<file path="config.mk">
export PLATFORM = sky130hd
export DESIGN_NAME = cpu
export DESIGN_NICKNAME = d
export VERILOG_FILES = /design/src/rtl/cpuPkg.sv /design/src/rtl/cpu.sv /design/src/rtl/resultStage.sv /design/src/rtl/executeStage.sv /design/src/rtl/decodeStage.sv /design/src/rtl/registerFile.sv
export SDC_FILE = /design/constraint.sdc
export NUM_CORES = 1
export LEC_CHECK = 0
export BUFFER_PORTS_ARGS = -buffer_cell sky130_fd_sc_hd__clkbuf_2
export CAP_MARGIN = 20
export CORE_MARGIN = 4
export CORE_UTILIZATION = 55
export CTS_BUF_LIST = sky130_fd_sc_hd__clkbuf_16
export DETAILED_ROUTE_END_ITERATION = 10
export PLACE_DENSITY = 0.72
export SYNTH_ARGS = -nofsm -noshare
export SYNTH_HDL_FRONTEND = slang
export SYNTH_SLANG_ARGS = --single-unit
</file>
<file path="constraint.sdc">
create_clock -name clk -period 8.17 [get_ports clk]
set_input_delay 1.634 -clock clk [delete_from_list [all_inputs] [get_ports clk]]
set_output_delay 1.634 -clock clk [all_outputs]
set_load 0.005 [all_outputs]
</file>
<file path="src/rtl/cpuPkg.sv">
`default_nettype none

package cpuPkg;

	// Datapath widths
	localparam int dataW = 16;
	localparam int regAddrW = 4;
	localparam int regCount = 1 << regAddrW;

	// Opcode map keeps the WISC slots for the ops we kept
	typedef enum logic [3:0] {
		ADD = 4'h0,
		SUB = 4'h1,
		XOR = 4'h2,
		AND = 4'h3,
		LW  = 4'h8,
		SW  = 4'h9,
		LHB = 4'ha,
		LLB = 4'hb,
		B   = 4'hc,
		HLT = 4'hf
	} opcodeE;

	// Register form, also used by LW and SW
	// LW:  rd = dest, rs = base, rt = unsigned word offset
	// SW:  rd = data source, rs = base, rt = unsigned word offset
	typedef struct packed {
		opcodeE opcode;
		logic [regAddrW-1:0] rd;
		logic [regAddrW-1:0] rs;
		logic [regAddrW-1:0] rt;
	} rTypeT;

	// LLB and LHB
	typedef struct packed {
		opcodeE opcode;
		logic [regAddrW-1:0] rd;
		logic [7:0] imm8;
	} immTypeT;

	// Branch, offset counted in words from the next pc
	typedef struct packed {
		opcodeE opcode;
		logic [2:0] cond;
		logic signed [8:0] offset;
	} brTypeT;

	typedef union packed {
		rTypeT rType;
		immTypeT immType;
		brTypeT brType;
	} instrU;

	typedef struct packed {
		logic n;
		logic v;
		logic z;
	} flagsT;

	// Decode to execute
	typedef struct packed {
		logic valid;
		instrU instr;
		logic [dataW-1:0] pcNext;
		logic [dataW-1:0] srcA;
		logic [dataW-1:0] srcB;
		logic [regAddrW-1:0] rsIdx;
		logic [regAddrW-1:0] rtIdx;
		logic regWrite;
		logic memRead;
		logic memWrite;
		logic isBranch;
		logic isHalt;
	} decExT;

	// Execute to result
	typedef struct packed {
		logic valid;
		logic [dataW-1:0] aluOut;
		logic [dataW-1:0] storeData;
		logic [regAddrW-1:0] rd;
		logic regWrite;
		logic memRead;
		logic memWrite;
		logic isHalt;
	} exResT;

	typedef struct packed {
		logic [dataW-1:0] addr;
		logic [dataW-1:0] wdata;
		logic write;
	} memCmdT;

	// Writeback, seen by register file and forwarding
	typedef struct packed {
		logic en;
		logic [regAddrW-1:0] rd;
		logic [dataW-1:0] data;
	} wbT;

	// Branch condition codes
	localparam logic [2:0] NE = 3'b000;
	localparam logic [2:0] EQ = 3'b001;
	localparam logic [2:0] GT = 3'b010;
	localparam logic [2:0] LT = 3'b011;
	localparam logic [2:0] GE = 3'b100;
	localparam logic [2:0] LE = 3'b101;
	localparam logic [2:0] OV = 3'b110;
	localparam logic [2:0] UN = 3'b111;

endpackage

`default_nettype wire
</file>
<file path="src/rtl/cpu.sv">
`timescale 1ns/1ns
`default_nettype none

module cpu (
	input wire logic clk,
	input wire logic arstN,
	output logic [cpuPkg::dataW-1:0] pc,
	input wire cpuPkg::instrU instr,
	output logic memReq,
	output cpuPkg::memCmdT memCmd,
	input wire logic memAck,
	input wire logic [cpuPkg::dataW-1:0] memRdata,
	output logic hlt
);
	import cpuPkg::*;

	// Stage to stage
	decExT decEx;
	exResT exRes;
	wbT wb;

	// Register file read ports
	logic [regAddrW-1:0] rsIdx;
	logic [regAddrW-1:0] rtIdx;
	logic [dataW-1:0] rsData;
	logic [dataW-1:0] rtData;

	// Flush and stall network
	logic redirect;
	logic [dataW-1:0] redirectPc;
	logic stall;
	logic halted;

	decodeStage decode0 (
		.clk(clk),
		.arstN(arstN),
		.stall(stall),
		.redirect(redirect),
		.redirectPc(redirectPc),
		.halted(halted),
		.instr(instr),
		.pc(pc),
		.rsIdx(rsIdx),
		.rtIdx(rtIdx),
		.rsData(rsData),
		.rtData(rtData),
		.decEx(decEx)
	);

	registerFile regFile0 (
		.clk(clk),
		.arstN(arstN),
		.rsIdx(rsIdx),
		.rtIdx(rtIdx),
		.wb(wb),
		.rsData(rsData),
		.rtData(rtData)
	);

	executeStage execute0 (
		.clk(clk),
		.arstN(arstN),
		.stall(stall),
		.decEx(decEx),
		.wb(wb),
		.exRes(exRes),
		.redirect(redirect),
		.redirectPc(redirectPc)
	);

	resultStage result0 (
		.clk(clk),
		.arstN(arstN),
		.exRes(exRes),
		.memReq(memReq),
		.memCmd(memCmd),
		.memAck(memAck),
		.memRdata(memRdata),
		.wb(wb),
		.stall(stall),
		.halted(halted),
		.hlt(hlt)
	);

endmodule

`default_nettype wire

</file>
<file path="src/rtl/resultStage.sv">
`timescale 1ns/1ns
`default_nettype none

module resultStage (
	input wire logic clk,
	input wire logic arstN,
	input wire cpuPkg::exResT exRes,
	output logic memReq,
	output cpuPkg::memCmdT memCmd,
	input wire logic memAck,
	input wire logic [cpuPkg::dataW-1:0] memRdata,
	output cpuPkg::wbT wb,
	output logic stall,
	output logic halted,
	output logic hlt
);
	import cpuPkg::*;

	// Four-phase master
	typedef enum logic [1:0] {
		stIdle,
		stReq,
		stRelease
	} stateE;

	stateE state;
	stateE stateNext;
	logic memOp;
	logic retire;
	logic aluWrite;
	logic haltReg;

	assign memOp = exRes.valid && (exRes.memRead || exRes.memWrite);
	// Ack seen while requesting ends the access
	assign retire = (state == stReq) && memAck;
	assign memReq = (state == stReq);
	assign stall = memOp && !retire;

	// Command follows the held entry
	always_comb begin
		memCmd.addr = exRes.aluOut;
		memCmd.wdata = exRes.storeData;
		memCmd.write = exRes.memWrite;
	end

	always_comb begin
		stateNext = state;
		case (state)
			stIdle:
				// Wait for the previous ack to clear
				if (memOp && !memAck && !haltReg)
					stateNext = stReq;
			stReq:
				if (memAck)
					stateNext = stRelease;
			stRelease:
				if (!memAck)
					stateNext = (memOp && !haltReg) ? stReq : stIdle;
			default:
				stateNext = stIdle;
		endcase
	end

	// ALU results land on arrival, loads at retirement
	assign aluWrite = exRes.valid && exRes.regWrite && !exRes.memRead;

	always_comb begin
		wb.en = aluWrite || (retire && exRes.memRead);
		wb.rd = exRes.rd;
		wb.data = exRes.memRead ? memRdata : exRes.aluOut;
	end

	always_ff @(posedge clk or negedge arstN) begin
		if (!arstN) begin
			state <= stIdle;
			haltReg <= 1'b0;
		end else begin
			state <= stateNext;
			// Sticky until reset
			if (exRes.valid && exRes.isHalt)
				haltReg <= 1'b1;
		end
	end

	assign halted = haltReg;
	assign hlt = haltReg;

endmodule

`default_nettype wire

</file>
<file path="src/rtl/executeStage.sv">
`timescale 1ns/1ns
`default_nettype none

module executeStage (
	input wire logic clk,
	input wire logic arstN,
	input wire logic stall,
	input wire cpuPkg::decExT decEx,
	input wire cpuPkg::wbT wb,
	output cpuPkg::exResT exRes,
	output logic redirect,
	output logic [cpuPkg::dataW-1:0] redirectPc
);
	import cpuPkg::*;

	flagsT flags;
	flagsT aluFlags;
	opcodeE op;
	logic [dataW-1:0] opA;
	logic [dataW-1:0] opB;
	logic [dataW-1:0] aluOut;
	// One extra bit to catch signed overflow
	logic [dataW:0] wide;
	logic setFlags;
	logic taken;
	logic [dataW-1:0] brOffset;
	exResT nextRes;

	assign op = decEx.instr.rType.opcode;

	// Result stage write beats the captured register value
	assign opA = (wb.en && wb.rd != '0 && wb.rd == decEx.rsIdx) ? wb.data : decEx.srcA;
	assign opB = (wb.en && wb.rd != '0 && wb.rd == decEx.rtIdx) ? wb.data : decEx.srcB;

	always_comb begin
		wide = '0;
		aluOut = '0;
		setFlags = 1'b0;
		aluFlags = flags;
		case (op)
			ADD, SUB: begin
				if (op == ADD)
					wide = {opA[dataW-1], opA} + {opB[dataW-1], opB};
				else
					wide = {opA[dataW-1], opA} - {opB[dataW-1], opB};
				setFlags = 1'b1;
				// Sign bits disagree means overflow, clamp to range
				if (wide[dataW] != wide[dataW-1]) begin
					aluOut = wide[dataW] ? 16'h8000 : 16'h7fff;
					aluFlags.v = 1'b1;
				end else begin
					aluOut = wide[dataW-1:0];
					aluFlags.v = 1'b0;
				end
			end
			AND: begin
				aluOut = opA & opB;
				setFlags = 1'b1;
				aluFlags.v = 1'b0;
			end
			XOR: begin
				aluOut = opA ^ opB;
				setFlags = 1'b1;
				aluFlags.v = 1'b0;
			end
			LW, SW:
				// Base plus unsigned word offset
				aluOut = opA + {12'b0, decEx.instr.rType.rt};
			LLB:
				aluOut = {8'h00, decEx.instr.immType.imm8};
			LHB:
				aluOut = {decEx.instr.immType.imm8, opB[7:0]};
			default: begin
			end
		endcase
		aluFlags.n = aluOut[dataW-1];
		aluFlags.z = (aluOut == '0);
	end

	// Condition check against the committed flags
	always_comb begin
		taken = 1'b0;
		case (decEx.instr.brType.cond)
			NE: taken = !flags.z;
			EQ: taken = flags.z;
			GT: taken = !flags.z && !flags.n;
			LT: taken = flags.n;
			GE: taken = flags.z || !flags.n;
			LE: taken = flags.n || flags.z;
			OV: taken = flags.v;
			UN: taken = 1'b1;
		endcase
	end

	assign brOffset = {{(dataW-9){decEx.instr.brType.offset[8]}}, decEx.instr.brType.offset};
	assign redirectPc = decEx.pcNext + brOffset;
	// Held branch waits out the stall before redirecting
	assign redirect = decEx.valid && decEx.isBranch && taken && !stall;

	always_comb begin
		nextRes.valid = decEx.valid;
		nextRes.aluOut = aluOut;
		nextRes.storeData = opB;
		nextRes.rd = decEx.instr.rType.rd;
		nextRes.regWrite = decEx.regWrite;
		nextRes.memRead = decEx.memRead;
		nextRes.memWrite = decEx.memWrite;
		nextRes.isHalt = decEx.isHalt;
	end

	always_ff @(posedge clk or negedge arstN) begin
		if (!arstN) begin
			flags <= '0;
			exRes <= '0;
		end else if (!stall) begin
			if (decEx.valid && setFlags)
				flags <= aluFlags;
			exRes <= nextRes;
		end
	end

endmodule

`default_nettype wire

</file>
<file path="src/rtl/decodeStage.sv">
`timescale 1ns/1ns
`default_nettype none

module decodeStage (
	input wire logic clk,
	input wire logic arstN,
	input wire logic stall,
	input wire logic redirect,
	input wire logic [cpuPkg::dataW-1:0] redirectPc,
	input wire logic halted,
	input wire cpuPkg::instrU instr,
	output logic [cpuPkg::dataW-1:0] pc,
	output logic [cpuPkg::regAddrW-1:0] rsIdx,
	output logic [cpuPkg::regAddrW-1:0] rtIdx,
	input wire logic [cpuPkg::dataW-1:0] rsData,
	input wire logic [cpuPkg::dataW-1:0] rtData,
	output cpuPkg::decExT decEx
);
	import cpuPkg::*;

	logic [dataW-1:0] pcReg;
	// Set once HLT is decoded, fetch stops right behind it
	logic fetchStop;
	opcodeE op;
	decExT nextEntry;

	assign pc = pcReg;
	assign op = instr.rType.opcode;

	// Source register selection per instruction view
	always_comb begin
		rsIdx = '0;
		rtIdx = '0;
		case (op)
			ADD, SUB, AND, XOR: begin
				rsIdx = instr.rType.rs;
				rtIdx = instr.rType.rt;
			end
			LW:
				rsIdx = instr.rType.rs;
			SW: begin
				// Store data comes from the rd field
				rsIdx = instr.rType.rs;
				rtIdx = instr.rType.rd;
			end
			LHB:
				// Low byte of rd survives
				rtIdx = instr.immType.rd;
			default: begin
			end
		endcase
	end

	// Control decode and operand capture
	always_comb begin
		nextEntry = '0;
		nextEntry.valid = 1'b1;
		nextEntry.instr = instr;
		nextEntry.pcNext = pcReg + 16'd1;
		nextEntry.srcA = rsData;
		nextEntry.srcB = rtData;
		nextEntry.rsIdx = rsIdx;
		nextEntry.rtIdx = rtIdx;
		nextEntry.regWrite = op inside {ADD, SUB, AND, XOR, LW, LLB, LHB};
		nextEntry.memRead = (op == LW);
		nextEntry.memWrite = (op == SW);
		nextEntry.isBranch = (op == B);
		nextEntry.isHalt = (op == HLT);
	end

	always_ff @(posedge clk or negedge arstN) begin
		if (!arstN) begin
			pcReg <= '0;
			fetchStop <= 1'b0;
			decEx <= '0;
		end else if (!stall) begin
			if (redirect) begin
				// Squash the wrong-path fetch
				pcReg <= redirectPc;
				decEx.valid <= 1'b0;
			end else if (!halted && !fetchStop) begin
				pcReg <= nextEntry.pcNext;
				decEx <= nextEntry;
				fetchStop <= nextEntry.isHalt;
			end else begin
				// pc frozen one past HLT
				decEx.valid <= 1'b0;
			end
		end
	end

endmodule

`default_nettype wire

</file>
<file path="src/rtl/registerFile.sv">
`timescale 1ns/1ns
`default_nettype none

module registerFile (
	input wire logic clk,
	input wire logic arstN,
	input wire logic [cpuPkg::regAddrW-1:0] rsIdx,
	input wire logic [cpuPkg::regAddrW-1:0] rtIdx,
	input wire cpuPkg::wbT wb,
	output logic [cpuPkg::dataW-1:0] rsData,
	output logic [cpuPkg::dataW-1:0] rtData
);
	import cpuPkg::*;

	// r0 has no storage
	logic [dataW-1:0] regs [1:regCount-1];

	// Zero for r0, then write-through, then storage
	function automatic logic [dataW-1:0] readPort(input logic [regAddrW-1:0] idx);
		if (idx == '0)
			return '0;
		if (wb.en && wb.rd == idx)
			return wb.data;
		return regs[idx];
	endfunction

	always_ff @(posedge clk or negedge arstN) begin
		if (!arstN) begin
			for (int i = 1; i < regCount; i++)
				regs[i] <= '0;
		end else if (wb.en && wb.rd != '0) begin
			regs[wb.rd] <= wb.data;
		end
	end

	always_comb begin
		rsData = readPort(rsIdx);
		rtData = readPort(rtIdx);
	end

endmodule

`default_nettype wire

</file>
==> impl_metrics.tcl <==
set metrics [dict create \
    synth_flop_cell "dfrtp_1" \
    layout.nets 2823 \
    pin_count 86 \
    powerDensity_nw_per_um2 413.4 \
    yosysTopAreaCell "dfrtp_1" \
    grt_pass1_wl_um 119000 \
    grt_pass1_vias 20717 \
    p_leak_nw 11.33 \
    use_met3_pct 6.286 \
    synth.cell_area_um2 23020 \
    cts_buffer_depth 3 \
    crit_required_ns 8.65 \
    path_max_fanout 15 \
    start_kind "input pin" \
    setup-violations-final 0 \
    critPathCaptureType "register" \
    synth_xor_area_share_pct 3.311 \
    synth_async_sr_flop_share_pct 100.0 \
    period_share_pct 87.13 \
    ys_seq_area_share_pct 41.42 \
    clk_latency_ns 0.59 \
    use_met1_pct 45.31 \
    synth_compound_area_share_pct 20.41 \
    cts_buffers 43 \
    grt_max_degree 184 \
    antenna_found_initial 0 \
    synth_cells 2785 \
    max_freq_mhz 140.5 \
    maxCapViolCount 0 \
    initial_core_util_pct 55.99 \
    fin_skew_ns 0.02600 \
    synth_edf_count 0 \
    clk_pin_slew_worst_paths_ns 0.06 \
    grt_overflow 0 \
    drcViolationCount 0 \
    synth.distinct_cells 74 \
    drive_gt1_share_pct 10.89 \
    core_um2 41110 \
    synthToLayoutAreaGrowth_pct 8.904 \
    io_buffers 85 \
    worstSetupPathType "input pin to register" \
    dieWidth_um 212.6 \
    worst_ir_drop_vdd_mv 0.2888 \
    ctsResizeCount 0 \
    slew_headroom_pct 29.47 \
    rsz0062_at_grt "false" \
    yosys_warnings 0 \
    wire_per_inst_um 23.36 \
    avgSynthCellArea_um2 8.265 \
    slowest_stage "or4_1" \
    synth.area.top_cells "dfrtp_1 41%, nand2_1 8.5%, a21oi_1 6.2%" \
    path_cells "clkbuf_2 -> a31oi_4 -> or3_1 -> nand2_1 -> o21a_1 -> ha_1 -> nor4bb_1 -> o221ai_1 -> nor3b_1 -> mux2i_1 -> o21ai_0 -> xnor2_1 -> ha_1 -> nand3_1 -> o31ai_1 -> a41o_1 -> mux2i_1 -> a22o_2 -> o21ai_2 -> a311o_1 -> or2_0 -> or4_1 -> o31ai_1" \
    row_count 74 \
    routed_wl_um 77000 \
    cts_setup_buffers 0 \
    arrival_ns 7.60 \
    cts.sinks 381 \
    h-tree-depth 2 \
    status "completed" \
    grt_util_met2_pct 53.61 \
    die_area_um2 45190 \
    synth_seq_cells 381 \
    synthMuxAreaShare_pct 6.393 \
    drtAntennaViolNets 0 \
    multiInputGateArea_um2 12350 \
    hold_buffers 0 \
    vias 21310 \
    die_height_um 212.6 \
    synth_top_family_by_area "compound AO/OA/AOI/OAI gates" \
    worstMarginPinSlew_ns 1.057 \
    dp_cells 3217 \
    busiest_layer "met2" \
    final_hold_viol_count 0 \
    nFillCells 3568 \
    register_area_um2 9534 \
    cts_root_buf "clkbuf_16" \
    place.gp.congestion 0.9713 \
    dr.pass1.iters 8 \
    fin_ws_ns 1.052 \
    instances_no_fill 3296 \
    antenna_cells 0 \
    regToRegSetupSlack_ns 1.30 \
    grt_use_total_pct 33.66 \
    yosys.area_share.simple_pct 19.69 \
    first_iter_violations 2646 \
    period_needed_ns 7.118 \
    hold_class "register to register" \
    cts_tree "done" \
    viasPerCell 6.465 \
    hpwl_um 48240 \
    crit_path_max_incr_delay_ns 0.52 \
    netlist.area_leader.share_pct 41.42 \
    synth_nets 2876 \
    synthAdderAreaFrac_pct 3.142 \
    slew_violations 0 \
    fin_tns_setup_ns 0 \
    dp_slack_ns 0.5628 \
]
## where the power goes
group / internal [mW] / switching [mW] / total, mW
Combinational: 2.06 / 3.07 / 5.12
Clock: 1.02 / 0.819 / 1.84
Sequential: 2.64 / 0.762 / 3.40
Total: 5.72 / 4.65 / 10.4
## critical path: cells and delay by family
family	cells	cell delay [ns]
and+or+nand+nor	7	2.00
adders and majority gates	2	0.67
muxes	2	0.37
AOI/OAI and AO/OA	10	2.61
xor gates and xnor gates	1	0.10
buffers and inverters	1	0.19
## worst paths after layout
kind	start	to	cells past startpoint
max reg2reg	result0.state[0]	execute0.flags[0]	23
min reg2reg	execute0.exRes[11]	execute0.exRes[11]	2
min in group asynchronous	arstN	decode0.pc[12]	1
max	memAck	execute0.flags[0]	23
max in group asynchronous	arstN	regFile0.regs[177]	2
min	execute0.exRes[11]	execute0.exRes[11]	2
## per-stage QoR
| stage | area, um2 | utilization [%] | power, mW | hold WS [ns] |
|---|---|---|---|---|
| after floorplan | 23020 | - | 6.944 | 0.4313 |
| after global placement | 23720 | 57.71 | 8.290 | 0.4482 |
| after detailed placement | 23720 | 57.71 | 8.410 | 0.4582 |
| after CTS | 25030 | 60.89 | 10.28 | 0.4710 |
| after global routing | 25070 | 60.98 | 11.10 | 0.4878 |
| final | 25070 | 60.98 | 10.36 | 0.4671 |
## per-layer routing
metal / vias to the layer above / wire [um]
li1: 9656 / -
met5: - / 0
met2: 1150 / 35630
met3: 227 / 7643
met4: 0 / 3424
met1: 10277 / 30300
## synthesized netlist by cell type, types with 4 or more instances
| master | instances |
|---|---|
| mux4_2 | 7 |
| a222oi_1 | 7 |
| a311oi_1 | 10 |
| o221ai_1 | 7 |
| a31oi_1 | 27 |
| o2111ai_1 | 16 |
| a21oi_1 | 287 |
| a32oi_1 | 12 |
| a221oi_1 | 19 |
| buf_6 | 4 |
| buf_2 | 4 |
| mux2i_1 | 96 |
| nor4_1 | 13 |
| a21o_1 | 15 |
| buf_1 | 19 |
| nand3_1 | 120 |
| nand2b_1 | 14 |
| nor2_1 | 275 |
| nor2b_1 | 12 |
| dfrtp_1 | 381 |
| o31ai_1 | 5 |
| a211oi_1 | 10 |
| o21ai_0 | 219 |
| or3_1 | 10 |
| o211ai_1 | 5 |
| a311o_1 | 14 |
| a22o_1 | 35 |
| inv_1 | 43 |
| nor3_1 | 25 |
| mux2_2 | 30 |
| buf_4 | 34 |
| nand2_1 | 519 |
| nand4_1 | 15 |
| xor2_1 | 28 |
| and3_1 | 34 |
| o21a_1 | 10 |
| a221o_1 | 27 |
| a21boi_0 | 5 |
| ha_1 | 53 |
| xnor2_1 | 59 |
| clkbuf_1 | 197 |
| or2_2 | 6 |
## kinds of logic after synthesis
kind of cell,count (synthesis)
compound gates,761
mux,134
buf+inv,302
xor+xnor,87
flops,381
simple gates,1064
fa+ha+maj,56
## state kept, by name, summed over array words and instances (netlist names)
name and count:
execute0.flags 3, execute0.exRes 41, regFile0.regs 240, result0.halted 1, decode0.pc 16, result0.state 2, decode0.decEx 78
## layout by cell type (no fill, tap or decap), types with 12 or more instances in the layout
cell type / Yosys / final
a21o_1: 15 / 13
a21oi_1: 287 / 281
a221o_1: 27 / 27
a221oi_1: 19 / 19
a22o_1: 35 / 35
a311o_1: 14 / 14
a31oi_1: 27 / 26
a32oi_1: 12 / 12
and3_1: 34 / 34
buf_4: 34 / 73
clkbuf_16: 0 / 43
clkbuf_2: 0 / 83
dfrtp_1: 381 / 381
ha_1: 53 / 53
inv_1: 43 / 56
mux2_2: 30 / 30
mux2i_1: 96 / 88
nand2_1: 519 / 517
nand2b_1: 14 / 14
nand3_1: 120 / 120
nand4_1: 15 / 15
nor2_1: 275 / 268
nor3_1: 25 / 23
o2111ai_1: 16 / 16
o21ai_0: 219 / 219
xnor2_1: 59 / 59
xor2_1: 28 / 28
## final cells by class
type	instances	share of cell area [%]
flip-flops and latches	381	38.04
inverters	44	0.6639
clock inverters	34	0.9234
well taps	532	2.655
repair buffers	160	4.173
multi-input cells	2102	49.26
clock buffers	43	4.293
Note: power is estimated with default switching activity, not from simulation.
